==> config.mk <==
export PLATFORM = sky130hd
export DESIGN_NAME = rvv_lsu_decode_top
export DESIGN_NICKNAME = d
export VERILOG_FILES = /design/src/rvv_lsu_pkg.sv /design/src/rvv_uop_if.sv /design/src/rvv_backend_decode_unit_lsu.sv /design/src/rvv_lsu_decode_ctrl.sv /design/src/rvv_uop_queue.sv /design/src/rvv_lsu_uop_issue.sv /design/src/rvv_lsu_decode_top.sv
export SDC_FILE = /design/constraint.sdc
export NUM_CORES = 1
export LEC_CHECK = 0
export ABC_CLOCK_PERIOD_IN_PS = 10700
export BUFFER_PORTS_ARGS = -buffer_cell sky130_fd_sc_hd__buf_4
export CAP_MARGIN = 10
export CORE_MARGIN = 2
export CORE_UTILIZATION = 61
export DETAILED_ROUTE_END_ITERATION = 6
export GPL_TIMING_DRIVEN = 0
export PLACE_DENSITY_LB_ADDON = 0.05
export SLEW_MARGIN = 10
export SYNTH_ARGS = -nofsm -noshare
export SYNTH_HDL_FRONTEND = slang
export SYNTH_SLANG_ARGS = --single-unit
==> constraint.sdc <==
create_clock -name clk -period 10.7 [get_ports clk]
set_clock_uncertainty 0.05 [all_clocks]
set_input_delay 2.675 -clock clk [delete_from_list [all_inputs] [get_ports clk]]
set_output_delay 2.675 -clock clk [all_outputs]
set_load 0.02 [all_outputs]
==> src/rvv_lsu_pkg.sv <==
`default_nettype none

package rvv_lsu_pkg;

  // decode bandwidth and uop numbering
  parameter int NUM_DE_UOP      = 2;
  parameter int UOP_INDEX_WIDTH = 3;   // up to eight uops per instruction

  parameter int PC_WIDTH        = 32;
  parameter int XLEN            = 32;
  parameter int INST_BITS       = 27;  // encoding bits 31:5
  parameter int VSTART_WIDTH    = 7;
  parameter int VREG_WIDTH      = 5;

  // value doubles as log2(eew/8)
  typedef enum logic [1:0] {
    EEW8  = 2'd0,
    EEW16 = 2'd1,
    EEW32 = 2'd2
  } EEW_e;

  typedef struct packed {
    logic       vill;
    logic [2:0] vsew;   // 000 sew8, 001 sew16, 010 sew32
    logic [2:0] vlmul;  // 101..111 fractional, 000..011 integer
  } VTYPE_t;

  typedef struct packed {
    VTYPE_t                  vtype;
    logic [VSTART_WIDTH-1:0] vstart;
  } VECTOR_CSR_t;

  typedef struct packed {
    logic [PC_WIDTH-1:0]  inst_pc;
    logic [INST_BITS-1:0] inst;      // bit 0 is encoding bit 5
    logic [XLEN-1:0]      rs1_data;
    VECTOR_CSR_t          vector_csr;
  } INST_t;

  typedef struct packed {
    logic [PC_WIDTH-1:0]        uop_pc;
    logic [UOP_INDEX_WIDTH-1:0] uop_index;
    logic                       last_uop;
    logic                       is_store;
    EEW_e                       eew;
    logic [VREG_WIDTH-1:0]      vreg;
    logic                       mask_en;
    logic [XLEN-1:0]            rs1_data;
    logic [VSTART_WIDTH-1:0]    vstart_skip;  // element offset, first uop only
  } UOP_t;

endpackage

`default_nettype wire

==> src/rvv_uop_if.sv <==
`timescale 1ns/1ps
`default_nettype none

interface rvv_uop_if #(
  parameter type payload_t   = rvv_lsu_pkg::UOP_t,
  parameter int  QUEUE_DEPTH = 8
);

  localparam int CNT_W = $clog2(QUEUE_DEPTH) + 1;

  // write side, slot 1 only with slot 0
  logic [rvv_lsu_pkg::NUM_DE_UOP-1:0]           wr_valid;
  payload_t [rvv_lsu_pkg::NUM_DE_UOP-1:0]       wr_uop;
  logic [CNT_W-1:0]                             free_count;

  // read side
  logic                                         rd_valid;
  payload_t                                     rd_uop;
  logic                                         rd_pop;

  modport producer (output wr_valid, output wr_uop, input free_count);
  modport queue    (input wr_valid, input wr_uop, output free_count,
                    output rd_valid, output rd_uop, input rd_pop);
  modport consumer (input rd_valid, input rd_uop, output rd_pop);

endinterface

`default_nettype wire

==> src/rvv_backend_decode_unit_lsu.sv <==
`timescale 1ns/1ps
`default_nettype none

module rvv_backend_decode_unit_lsu #(
  parameter int VLEN = 128
) (
  input  logic                                           inst_valid,
  input  rvv_lsu_pkg::INST_t                             inst,
  input  logic [rvv_lsu_pkg::UOP_INDEX_WIDTH-1:0]        uop_index_remain,
  output logic [rvv_lsu_pkg::NUM_DE_UOP-1:0]             uop_valid,
  output rvv_lsu_pkg::UOP_t [rvv_lsu_pkg::NUM_DE_UOP-1:0] uop,
  output logic                                           inst_illegal
);

  localparam int         VLENB     = VLEN / 8;
  localparam logic [2:0] VLENB_LOG = 3'($clog2(VLENB));

  logic [5:0]             inst_funct6;   // nf, mew, mop
  logic                   inst_vm;
  logic [4:0]             inst_umop;
  logic [2:0]             inst_funct3;
  logic [4:0]             inst_vd;
  logic [1:0]             inst_opcode;   // encoding bits 6:5
  logic                   vill;
  logic [2:0]             vsew;
  logic [2:0]             vlmul;
  logic [6:0]             vstart;

  rvv_lsu_pkg::EEW_e      eew;
  logic                   eew_ok;
  logic                   lmul_ok;
  logic signed [4:0]      lmul_log;
  logic signed [4:0]      emul_log;
  logic [3:0]             emul_max;      // uops in the register group
  logic [2:0]             elem_shift;    // log2 of elements per register
  logic [6:0]             uop_vstart;
  logic [6:0]             vstart_offset;
  logic                   legal;
  logic [rvv_lsu_pkg::NUM_DE_UOP-1:0][7:0] uop_index_current;

  assign inst_funct6 = inst.inst[26:21];
  assign inst_vm     = inst.inst[20];
  assign inst_umop   = inst.inst[19:15];
  assign inst_funct3 = inst.inst[9:7];
  assign inst_vd     = inst.inst[6:2];
  assign inst_opcode = inst.inst[1:0];
  assign vill        = inst.vector_csr.vtype.vill;
  assign vsew        = inst.vector_csr.vtype.vsew;
  assign vlmul       = inst.vector_csr.vtype.vlmul;
  assign vstart      = inst.vector_csr.vstart;

  always_comb begin
    eew    = rvv_lsu_pkg::EEW8;
    eew_ok = 1'b1;
    case (inst_funct3)
      3'b000:  eew = rvv_lsu_pkg::EEW8;
      3'b101:  eew = rvv_lsu_pkg::EEW16;
      3'b110:  eew = rvv_lsu_pkg::EEW32;
      default: eew_ok = 1'b0;   // eew64 and non-load/store widths
    endcase
  end

  always_comb begin
    lmul_ok  = 1'b1;
    lmul_log = 5'sd0;
    case (vlmul)
      3'b000:  lmul_log = 5'sd0;
      3'b001:  lmul_log = 5'sd1;
      3'b010:  lmul_log = 5'sd2;
      3'b011:  lmul_log = 5'sd3;
      3'b101:  lmul_log = -5'sd3;
      3'b110:  lmul_log = -5'sd2;
      3'b111:  lmul_log = -5'sd1;
      default: lmul_ok  = 1'b0;   // 100 reserved
    endcase
  end

  // emul = eew/sew * lmul, all in log2
  assign emul_log = $signed({3'b000, eew}) - $signed({2'b00, vsew}) + lmul_log;
  assign emul_max = (emul_log <= 5'sd0) ? 4'd1 : (4'd1 << emul_log[1:0]);

  // whole uops before vstart are skipped
  assign elem_shift    = VLENB_LOG - {1'b0, eew};
  assign uop_vstart    = vstart >> elem_shift;
  assign vstart_offset = vstart - (uop_vstart << elem_shift);

  assign legal = (inst_opcode[1] == 1'b0) && (inst_funct6 == 6'd0) &&
                 (inst_umop == 5'd0) && eew_ok && lmul_ok && !vill && !vsew[2] &&
                 (emul_log >= -5'sd3) && (emul_log <= 5'sd3) &&
                 (uop_vstart < {3'b000, emul_max});

  assign inst_illegal = inst_valid & ~legal;

  always_comb begin
    for (int i = 0; i < rvv_lsu_pkg::NUM_DE_UOP; i++) begin
      uop_index_current[i] = {1'b0, uop_vstart} + {5'd0, uop_index_remain} + 8'(i);
      uop_valid[i]         = inst_valid & legal & (uop_index_current[i] < {4'd0, emul_max});
      uop[i].uop_pc        = inst.inst_pc;
      uop[i].uop_index     = uop_index_current[i][2:0];
      uop[i].last_uop      = uop_index_current[i] == ({4'd0, emul_max} - 8'd1);
      uop[i].is_store      = inst_opcode[0];
      uop[i].eew           = eew;
      uop[i].vreg          = inst_vd + {2'b00, uop_index_current[i][2:0]};
      uop[i].mask_en       = ~inst_vm;   // vm=0 is masked
      uop[i].rs1_data      = inst.rs1_data;
      uop[i].vstart_skip   = (uop_index_current[i] == {1'b0, uop_vstart}) ? vstart_offset : 7'd0;
    end
  end

endmodule

`default_nettype wire

==> src/rvv_lsu_decode_ctrl.sv <==
`timescale 1ns/1ps
`default_nettype none

module rvv_lsu_decode_ctrl #(
  parameter int VLEN = 128
) (
  input  logic                                 clk,
  input  logic                                 reset,
  input  logic                                 inst_valid,
  input  rvv_lsu_pkg::INST_t                   inst,
  output logic                                 inst_ready,
  output logic                                 trap_valid,
  output logic [rvv_lsu_pkg::PC_WIDTH-1:0]     trap_pc,
  rvv_uop_if.producer                          uop_wr
);

  logic                                            busy;      // instruction held
  rvv_lsu_pkg::INST_t                              inst_q;
  logic [rvv_lsu_pkg::UOP_INDEX_WIDTH-1:0]         uop_index_remain;
  logic [rvv_lsu_pkg::NUM_DE_UOP-1:0]              dec_valid;
  rvv_lsu_pkg::UOP_t [rvv_lsu_pkg::NUM_DE_UOP-1:0] dec_uop;
  logic                                            dec_illegal;
  logic                                            wr_fit;
  logic [1:0]                                      wr_num;
  logic                                            wr_last;

  assign inst_ready = ~busy;

  rvv_backend_decode_unit_lsu #(.VLEN(VLEN)) i_decode (
    .inst_valid       (busy),
    .inst             (inst_q),
    .uop_index_remain (uop_index_remain),
    .uop_valid        (dec_valid),
    .uop              (dec_uop),
    .inst_illegal     (dec_illegal)
  );

  // all or nothing per cycle, waits on queue space
  assign wr_num          = dec_valid[1] ? 2'd2 : {1'b0, dec_valid[0]};
  assign wr_fit          = dec_valid[1] ? (uop_wr.free_count >= 2) : (|uop_wr.free_count);
  assign uop_wr.wr_valid = wr_fit ? dec_valid : 2'b00;
  assign uop_wr.wr_uop   = dec_uop;
  assign wr_last         = |(uop_wr.wr_valid & {dec_uop[1].last_uop, dec_uop[0].last_uop});

  always_ff @(posedge clk) begin
    if (reset) begin
      busy             <= 1'b0;
      trap_valid       <= 1'b0;
      uop_index_remain <= '0;
    end else begin
      trap_valid <= dec_illegal;   // single pulse, busy drops with it
      if (inst_valid && !busy) begin
        busy <= 1'b1;
      end else if (dec_illegal || wr_last) begin
        busy <= 1'b0;
      end
      if (dec_illegal || wr_last) begin
        uop_index_remain <= '0;
      end else if (|uop_wr.wr_valid) begin
        uop_index_remain <= uop_index_remain + {1'b0, wr_num};
      end
    end
  end

  always_ff @(posedge clk) begin
    if (inst_valid && !busy) inst_q <= inst;
    if (dec_illegal) trap_pc <= inst_q.inst_pc;
  end

endmodule

`default_nettype wire

==> src/rvv_uop_queue.sv <==
`timescale 1ns/1ps
`default_nettype none

module rvv_uop_queue #(
  parameter type payload_t   = rvv_lsu_pkg::UOP_t,
  parameter int  QUEUE_DEPTH = 8
) (
  input  logic   clk,
  input  logic   reset,
  rvv_uop_if.queue q
);

  localparam int PTR_W = $clog2(QUEUE_DEPTH);
  localparam int CNT_W = PTR_W + 1;

  payload_t          mem [QUEUE_DEPTH];
  logic [PTR_W-1:0]  wr_ptr;
  logic [PTR_W-1:0]  rd_ptr;
  logic [CNT_W-1:0]  count;
  logic [1:0]        wr_num;
  logic              pop;

  assign wr_num = {1'b0, q.wr_valid[0]} + {1'b0, q.wr_valid[1]};
  assign pop    = q.rd_pop & q.rd_valid;

  assign q.free_count = CNT_W'(QUEUE_DEPTH) - count;   // ignores same-cycle pop
  assign q.rd_valid   = count != '0;
  assign q.rd_uop     = mem[rd_ptr];

  always_ff @(posedge clk) begin
    if (reset) begin
      wr_ptr <= '0;
      rd_ptr <= '0;
      count  <= '0;
    end else begin
      wr_ptr <= wr_ptr + PTR_W'(wr_num);
      if (pop) rd_ptr <= rd_ptr + PTR_W'(1);
      count  <= count + CNT_W'(wr_num) - CNT_W'(pop);
    end
  end

  // slot 0 lands first, slot 1 right behind it
  always_ff @(posedge clk) begin
    if (q.wr_valid[0]) mem[wr_ptr] <= q.wr_uop[0];
    if (q.wr_valid[1]) mem[wr_ptr + PTR_W'(1)] <= q.wr_uop[1];
  end

endmodule

`default_nettype wire

==> src/rvv_lsu_uop_issue.sv <==
`timescale 1ns/1ps
`default_nettype none

module rvv_lsu_uop_issue #(
  parameter int VLEN = 128
) (
  input  logic                                   clk,
  input  logic                                   reset,
  input  logic                                   lsu_ready,
  rvv_uop_if.consumer                            uop_rd,
  output logic                                   lsu_valid,
  output logic                                   lsu_store,
  output logic [rvv_lsu_pkg::VREG_WIDTH-1:0]     lsu_vreg,
  output rvv_lsu_pkg::EEW_e                      lsu_eew,
  output logic                                   lsu_mask_en,
  output logic [rvv_lsu_pkg::XLEN-1:0]           lsu_addr,
  output logic [rvv_lsu_pkg::VSTART_WIDTH-1:0]   lsu_vstart_skip,
  output logic                                   lsu_last,
  output logic [rvv_lsu_pkg::PC_WIDTH-1:0]       lsu_pc
);

  localparam int VLENB_LOG = $clog2(VLEN / 8);

  logic                          load_en;   // output register free or draining
  logic [rvv_lsu_pkg::XLEN-1:0]  addr_next;

  assign load_en       = ~lsu_valid | lsu_ready;
  assign uop_rd.rd_pop = uop_rd.rd_valid & load_en;

  // vstart_skip is zero except on the first uop
  assign addr_next = uop_rd.rd_uop.rs1_data
                   + (rvv_lsu_pkg::XLEN'(uop_rd.rd_uop.uop_index) << VLENB_LOG)
                   + (rvv_lsu_pkg::XLEN'(uop_rd.rd_uop.vstart_skip) << uop_rd.rd_uop.eew);

  always_ff @(posedge clk) begin
    if (reset) lsu_valid <= 1'b0;
    else if (load_en) lsu_valid <= uop_rd.rd_valid;
  end

  always_ff @(posedge clk) begin
    if (uop_rd.rd_pop) begin
      lsu_store       <= uop_rd.rd_uop.is_store;
      lsu_vreg        <= uop_rd.rd_uop.vreg;
      lsu_eew         <= uop_rd.rd_uop.eew;
      lsu_mask_en     <= uop_rd.rd_uop.mask_en;
      lsu_addr        <= addr_next;
      lsu_vstart_skip <= uop_rd.rd_uop.vstart_skip;
      lsu_last        <= uop_rd.rd_uop.last_uop;
      lsu_pc          <= uop_rd.rd_uop.uop_pc;
    end
  end

endmodule

`default_nettype wire

==> src/rvv_lsu_decode_top.sv <==
`timescale 1ns/1ps
`default_nettype none

module rvv_lsu_decode_top #(
  parameter int VLEN        = 128,
  parameter int QUEUE_DEPTH = 8
) (
  input  logic                                   clk,
  input  logic                                   reset,
  input  logic                                   inst_valid,
  input  rvv_lsu_pkg::INST_t                     inst,
  input  logic                                   lsu_ready,
  output logic                                   inst_ready,
  output logic                                   trap_valid,
  output logic [rvv_lsu_pkg::PC_WIDTH-1:0]       trap_pc,
  output logic                                   lsu_valid,
  output logic                                   lsu_store,
  output logic [rvv_lsu_pkg::VREG_WIDTH-1:0]     lsu_vreg,
  output rvv_lsu_pkg::EEW_e                      lsu_eew,
  output logic                                   lsu_mask_en,
  output logic [rvv_lsu_pkg::XLEN-1:0]           lsu_addr,
  output logic [rvv_lsu_pkg::VSTART_WIDTH-1:0]   lsu_vstart_skip,
  output logic                                   lsu_last,
  output logic [rvv_lsu_pkg::PC_WIDTH-1:0]       lsu_pc
);

  rvv_uop_if #(.payload_t(rvv_lsu_pkg::UOP_t), .QUEUE_DEPTH(QUEUE_DEPTH)) uop_if ();

  rvv_lsu_decode_ctrl #(.VLEN(VLEN)) i_ctrl (
    .clk, .reset, .inst_valid, .inst, .inst_ready, .trap_valid, .trap_pc,
    .uop_wr (uop_if.producer)
  );

  rvv_uop_queue #(.payload_t(rvv_lsu_pkg::UOP_t), .QUEUE_DEPTH(QUEUE_DEPTH)) i_queue (
    .clk, .reset,
    .q (uop_if.queue)
  );

  rvv_lsu_uop_issue #(.VLEN(VLEN)) i_issue (
    .clk, .reset, .lsu_ready,
    .uop_rd (uop_if.consumer),
    .lsu_valid, .lsu_store, .lsu_vreg, .lsu_eew, .lsu_mask_en,
    .lsu_addr, .lsu_vstart_skip, .lsu_last, .lsu_pc
  );

endmodule

`default_nettype wire

### Word-level counts from Yosys, hierarchy flattened

Memories as Yosys holds them, arrays and structs flattened. A register that Yosys moved wholly into a read port is not among the register bits.
Cells that the tools add are included.

| operators by class | value |
|---|---|
| muxes and demuxes | 18 |
| bitwise operators | 13 |
| shifts and indexed selects | 4 |
| equal/unequal tests | 12 |
| $add $sub $neg | 19 |
| reductions and logical operators | 26 |
| $lt $le $gt $ge | 7 |

Operator list:

| kind | count |
|---|---|
| 32-bit adder | 1 |
| 32-bit by 7-bit adder with 32-bit output | 1 |
| 7-bit by 2-bit << shifter with 32-bit output | 1 |
| 5-bit case mux with 6 select lines | 1 |
| 8-bit by 7-bit equality test with 1-bit output | 2 |
| 8-bit equality test | 2 |
| 8-bit by 4-bit less-than comparator with 1-bit output | 2 |
| 3-bit equality test (second input constant) | 5 |
| 7-bit two-way mux | 2 |
| 5-bit by 3-bit adder with 5-bit output | 2 |
| 1-bit logical AND | 10 |
| 1-bit two-way mux | 9 |
| 7-bit by 3-bit adder with 8-bit output | 1 |
| 8-bit by 1-bit adder with 8-bit output (second input constant) | 1 |
| 7-bit by 4-bit less-than comparator with 1-bit output | 1 |
| 7-bit OR reduction | 1 |
| 7-bit by 3-bit << shifter with 7-bit output | 1 |
| 7-bit by 3-bit >> shifter with 7-bit output | 1 |
| 7-bit subtractor | 1 |
| 3-bit by 1-bit adder with 3-bit output (second input constant) | 2 |
| 3-bit by 2-bit adder with 3-bit output | 2 |
| 1-bit AND | 6 |
| 3-bit by 2-bit equality test with 1-bit output (second input constant) | 2 |
| 3-bit logical NOT | 2 |
| other kinds (30) | 40 |

| word-level totals | value |
|---|---|
| word-level logic and storage cells | 123 |
| bits in writable memories | 672 |
| register bits | 234 |
| memories | 1 |
| output and inout bits | 116 |

Memories:

| name | words | bits a word | rd ports | clocked after memory_dff | write ports | RTL line | text |
|---|---|---|---|---|---|---|---|
| i_queue.mem | 8 | 84 | 1 | 1 | 2 | rvv_uop_queue.sv:16 | `payload_t mem [QUEUE_DEPTH];` |

### Depth between registers and ports, before layout

| logic depth | value |
|---|---|
| depth after elaboration | 19 |
| depth in mapped cells | 36 |

### By module

Synthesis repeated with hierarchy kept, for this count alone.

| unflattened totals | value |
|---|---|
| cells, all modules | 2,646 |
| area, all modules | 45,075.7 um2 |

Modules (own cells, without submodules):

| module | area each (um2) | instances | cells each | seq. area each (um2) |
|---|---|---|---|---|
| rvv_uop_queue | 33,898.8 | 1 | 1,809 | 20,439.6 |
| rvv_lsu_decode_ctrl | 4,461.8 | 1 | 175 | 4,214.0 |
| rvv_lsu_uop_issue | 3,644.7 | 1 | 243 | 2,452.4 |
| rvv_backend_decode_unit_lsu | 3,070.4 | 1 | 419 | 0.0 |

### Worst setup path after synthesis

OpenSTA, ideal clock, no wires.

| timing path | value |
|---|---|
| kind | input port to flip-flop |
| from | input lsu_ready |
| to | register i_queue.count[2] |
| path buffers | 0 |
| slack | 2,103 ps |
| stages on the path | 9 |
| arrival time | 8,420 ps |
| cells stage by stage | nor2b_1 -> a21oi_1 -> ha_1 -> inv_1 -> ha_1 -> inv_1 -> fa_1 -> xor2_1 -> nor2_1 |

| on the way | value |
|---|---|
| longest elaborated chain between the ends | 4 |

RTL lines:

| what | RTL line | text |
|---|---|---|
| from (decl) | rvv_lsu_decode_top.sv:12 | `input logic lsu_ready,` |
| 1-bit OR | rvv_lsu_uop_issue.sv:27 | `assign load_en = ~lsu_valid \| lsu_ready;` |
| 1-bit AND | rvv_lsu_uop_issue.sv:28 | `assign uop_rd.rd_pop = uop_rd.rd_valid & load_en;` |
| net i_issue.uop_rd.rd_pop | rvv_uop_if.sv:24 | `modport consumer (input rd_valid, input rd_uop, output rd_pop);` |
| 1-bit AND | rvv_uop_queue.sv:24 | `assign pop = q.rd_pop & q.rd_valid;` |
| 4-bit by 1-bit subtractor with 4-bit output | rvv_uop_queue.sv:38 | `count <= count + CNT_W'(wr_num) - CNT_W'(pop);` |
| to (signal assigned) | rvv_uop_queue.sv:38 |  |
| to (decl) | rvv_uop_queue.sv:19 | `logic [CNT_W-1:0] count;` |

The timed path passes the listed nets, and every way through them passes these cells.
A chain may end at the register's enable or synchronous reset.

==> results.py <==
metrics = {
    "outcome": {
        "outcome": "finished, final reports clean",
    },
    "logic_synthesis": {
        "yosys.area.top_type": "edfxtp_1",
        "synth.distinct_cells": 78,
        "netlist.area_leader.share_pct": 70.2,
        "ys_warn_count": 0,
        "synth_area_um2": 37800,
        "synth-edff-count": 885,
        "synthCells": 2115,
        "ys_ff_latch": 904,
        "synth_area_leaders": "edfxtp_1 70%, mux4_2 10%, mux2i_1 3.7%",
        "avgSynthCellArea_um2": 17.9,
        "async_flop_share_pct": 0,
        "yosysSeqAreaShare_pct": 71.2,
        "syn_nets": 2302,
        "synth_ff_type": "edfxtp_1",
    },
    "sta": {
        "finalSetupViolCount": 0,
        "period_share_pct": 87.4,
        "slew_viol_final": 0,
        "whs_ns": 0.492,
        "hold_violations": 0,
        "slew_headroom_pct": 11.7,
        "max_freq_mhz": 107,
        "tightest_slew_ns": 1.33,
        "min_period_ns": 9.35,
        "rsz0062_at_grt": "false",
    },
    "clocking": {
        "clockBufferDepth": 3,
        "clockRootBuffer": "clkbuf_16",
        "cts.sinks": 904,
        "clk_pin_slew_ns": 0.06,
        "cts_resized": 0,
        "worstSkewPairLatency_ns": 0.63,
        "htreeDepth": 3,
        "cts_setup_buffers": 0,
        "cts_inserted_buffers": 91,
        "cts_tree": "built",
        "holdBufCountCts": 0,
    },
    "routing": {
        "drt-initial-drc-count": 1681,
        "drc_errors": 0,
        "highest_layer": "met4",
        "met2WireLength_mm": 42.6,
        "num_vias": 20300,
        "drt_first_pass_iters": 7,
        "wl_per_cell_um": 25.7,
        "postRouteAntennaNets": 0,
        "via_per_inst": 6.14,
        "wirelength_met1_mm": 34.6,
        "met3_length_mm": 4.96,
        "drt_wl_total_mm": 84.9,
    },
    "worst_setup_path": {
        "crit_type": "reg2reg",
        "arrival_ns": 9.63,
        "critPathCaptureType": "register",
        "cpPeakStageDelay_ns": 0.84,
        "worstPathRequired_ns": 10.98,
        "worstPathMaxFanout": 39,
        "path_common_cell": "ha_1",
        "start_kind": "register",
        "slowest_stage": "a31o_4",
    },
    "die": {
        "die_h_um": 253,
        "core-area_um2": 61500,
        "die_area_um2": 64000,
        "fp.dieW_um": 253,
        "rows": 91,
        "initial_core_util_pct": 61.6,
        "pin_count": 225,
    },
    "final_layout": {
        "multi_input_area_um2": 10300,
        "fin_nets": 2637,
        "register_area_um2": 27000,
        "final_layout_size_suffix_gt1_share_pct": 24.2,
        "fin_area_um2": 43900,
        "insertedDiodeCount": 0,
        "nFillCells": 3894,
        "area_growth_pct": 16.0,
    },
    "power": {
        "clockPowerShare_pct": 28.6,
        "internal_power_mw": 7.30,
        "swShare_pct": 30.0,
        "seq_power_share_pct": 42.3,
        "power.leakage_nw": 15.2,
        "combPwrFrac_pct": 29.1,
        "irDropWorstVdd_mv": 0.189,
        "p_sw_mw": 3.14,
        "power_density_nw_per_um2": 238,
    },
    "global_routing": {
        "antenna_found_initial": 0,
        "grt_pass1_wl_mm": 127,
        "overflow": 0,
        "grt_pass1_vias": 21000,
        "grt_max_degree": 47,
        "grtUsageTotal_pct": 27.1,
    },
    "hold_path": {
        "hold_class": "reg2reg",
    },
    "run": {
        "maxCapViolCount": 0,
    },
    "place": {
        "io_buffer_count": 218,
        "gp_congestion": 0.860,
        "hpwl_mm": 54.1,
        "place_area_um2": 41100,
    },
}
critical path, delay by kind of cell (launching register included):
kind | cells | cell delay [ns]
mux | 2 | 0.47
simple gates | 2 | 0.39
xor+xnor | 1 | 0.33
fa+ha+maj | 5 | 1.93
flops | 1 | 0.46
compound gates | 6 | 2.84
buf+inv | 11 | 2.51
registers in the layout, summed over array words and instances, names as in the netlist, 2 cells and up, named ones only:
register                 flops
i_issue.lsu_vreg             5
i_queue.count                4
i_ctrl.uop_index_remain      3
i_ctrl.trap_pc              32
i_issue.lsu_pc              32
i_issue.lsu_vstart_skip      7
i_issue.lsu_addr            32
i_queue.wr_ptr               3
i_queue.mem                672
i_ctrl.inst_q              100
i_issue.lsu_eew              2
i_queue.rd_ptr               3
stage by stage:
step / setup TNS, ns / power (mW) / setup WS (ns) / util (%) / std cells
3_5_place_dp: 0 / 7.54 / 1.45 / 66.9 / 3147
6_report: 0 / 10.4 / 1.35 / 71.4 / 3309
2_1_floorplan: 0 / 6.54 / 2.10 / - / 2115
5_1_grt: 0 / 10.9 / 0.821 / 71.4 / 3309
3_3_place_gp: -519.11 / 7.47 / -1.70 / 65.8 / 3123
4_1_cts: 0 / 10.5 / 1.41 / 71.4 / 3309
cell usage after synthesis, types with 8 or more instances:
library cell / n
nor2_1: 50
mux2i_1: 139
clkbuf_1: 50
o21ai_0: 19
edfxtp_1: 885
nor2b_1: 19
a21oi_1: 33
dfxtp_1: 19
nand2_1: 258
nor4_1: 18
ha_1: 65
mux2_2: 9
nand3_1: 23
or3_1: 8
a21o_1: 11
nor3_1: 18
nand4_1: 8
buf_1: 11
nand2b_1: 8
a211oi_1: 11
buf_2: 23
fa_1: 13
inv_1: 38
xor2_1: 19
mux4_2: 169
xnor2_1: 52
buf_4: 8
cells by family (layout without fill, tap and decap cells):
kind of cell | Yosys count | after routing | share of synthesized area (%)
xor gates and xnor gates | 73 | 73 | 1.76
and+or+nand+nor | 453 | 453 | 5.66
DFF | 904 | 904 | 71.2
adders and majority gates | 78 | 78 | 2.84
buffers and inverters | 147 | 551 | 1.75
AOI/OAI and AO/OA | 139 | 139 | 2.64
muxes | 321 | 321 | 14.1
per-layer routing:
layer	track usage [%]	up-vias
met5	0	-
met4	8.89	0
met3	3.82	148
met2	45.6	702
met1	37.1	10400
li1	-	9022
path summary, 6_finish.rpt:
check | to | slack (ns) | cells after the start | start
setup / recovery | i_queue.mem[0][65] | 1.35 | 27 | i_ctrl.inst_q[55]
hold / removal | register | 0.49 | 2 | i_queue.rd_ptr[2]
setup reg to reg | i_queue.mem[0][65] | 1.35 | 27 | i_ctrl.inst_q[55]
hold reg to reg | register | 0.49 | 2 | i_queue.rd_ptr[2]
final cells by class:
class	instances	share of cell area, %
Inverter	49	0.436
Sequential cell	904	61.4
Clock inverter	48	0.906
Timing Repair Buffer	242	4.99
Clock buffer	114	5.43
Buffer	98	1.08
Multi-Input combinational cell	1064	23.5
Tap cell	790	2.25
cell usage in the layout (no fill, tap or decap), types with 9 or more instances in the layout:
cell / netlist / final
a211oi_1: 11 / 11
a21o_1: 11 / 11
a21oi_1: 33 / 32
buf_1: 11 / 11
buf_12: 0 / 14
buf_16: 0 / 10
buf_2: 23 / 23
buf_4: 8 / 226
clkbuf_1: 50 / 71
clkbuf_16: 0 / 92
clkinv_1: 6 / 32
clkinv_2: 0 / 9
dfxtp_1: 19 / 19
edfxtp_1: 885 / 885
fa_1: 13 / 13
ha_1: 65 / 65
inv_1: 38 / 37
mux2_2: 9 / 9
mux2i_1: 139 / 139
mux4_2: 169 / 169
nand2_1: 258 / 258
nand3_1: 23 / 23
nor2_1: 50 / 50
nor2b_1: 19 / 18
nor3_1: 18 / 18
nor4_1: 18 / 18
o21ai_0: 19 / 19
xnor2_1: 52 / 52
xor2_1: 19 / 19
power groups by stage:
stage	logic [mW]	clock network (mW)	registers, mW
floorplan	1.83	0	4.71
detailed placement	3.05	0	4.49
global route	3.29	3.16	4.44
CTS	3.07	3.02	4.42
global placement	2.92	0	4.55
finish	3.04	2.98	4.42
Note: power is estimated with default switching activity, not from simulation.
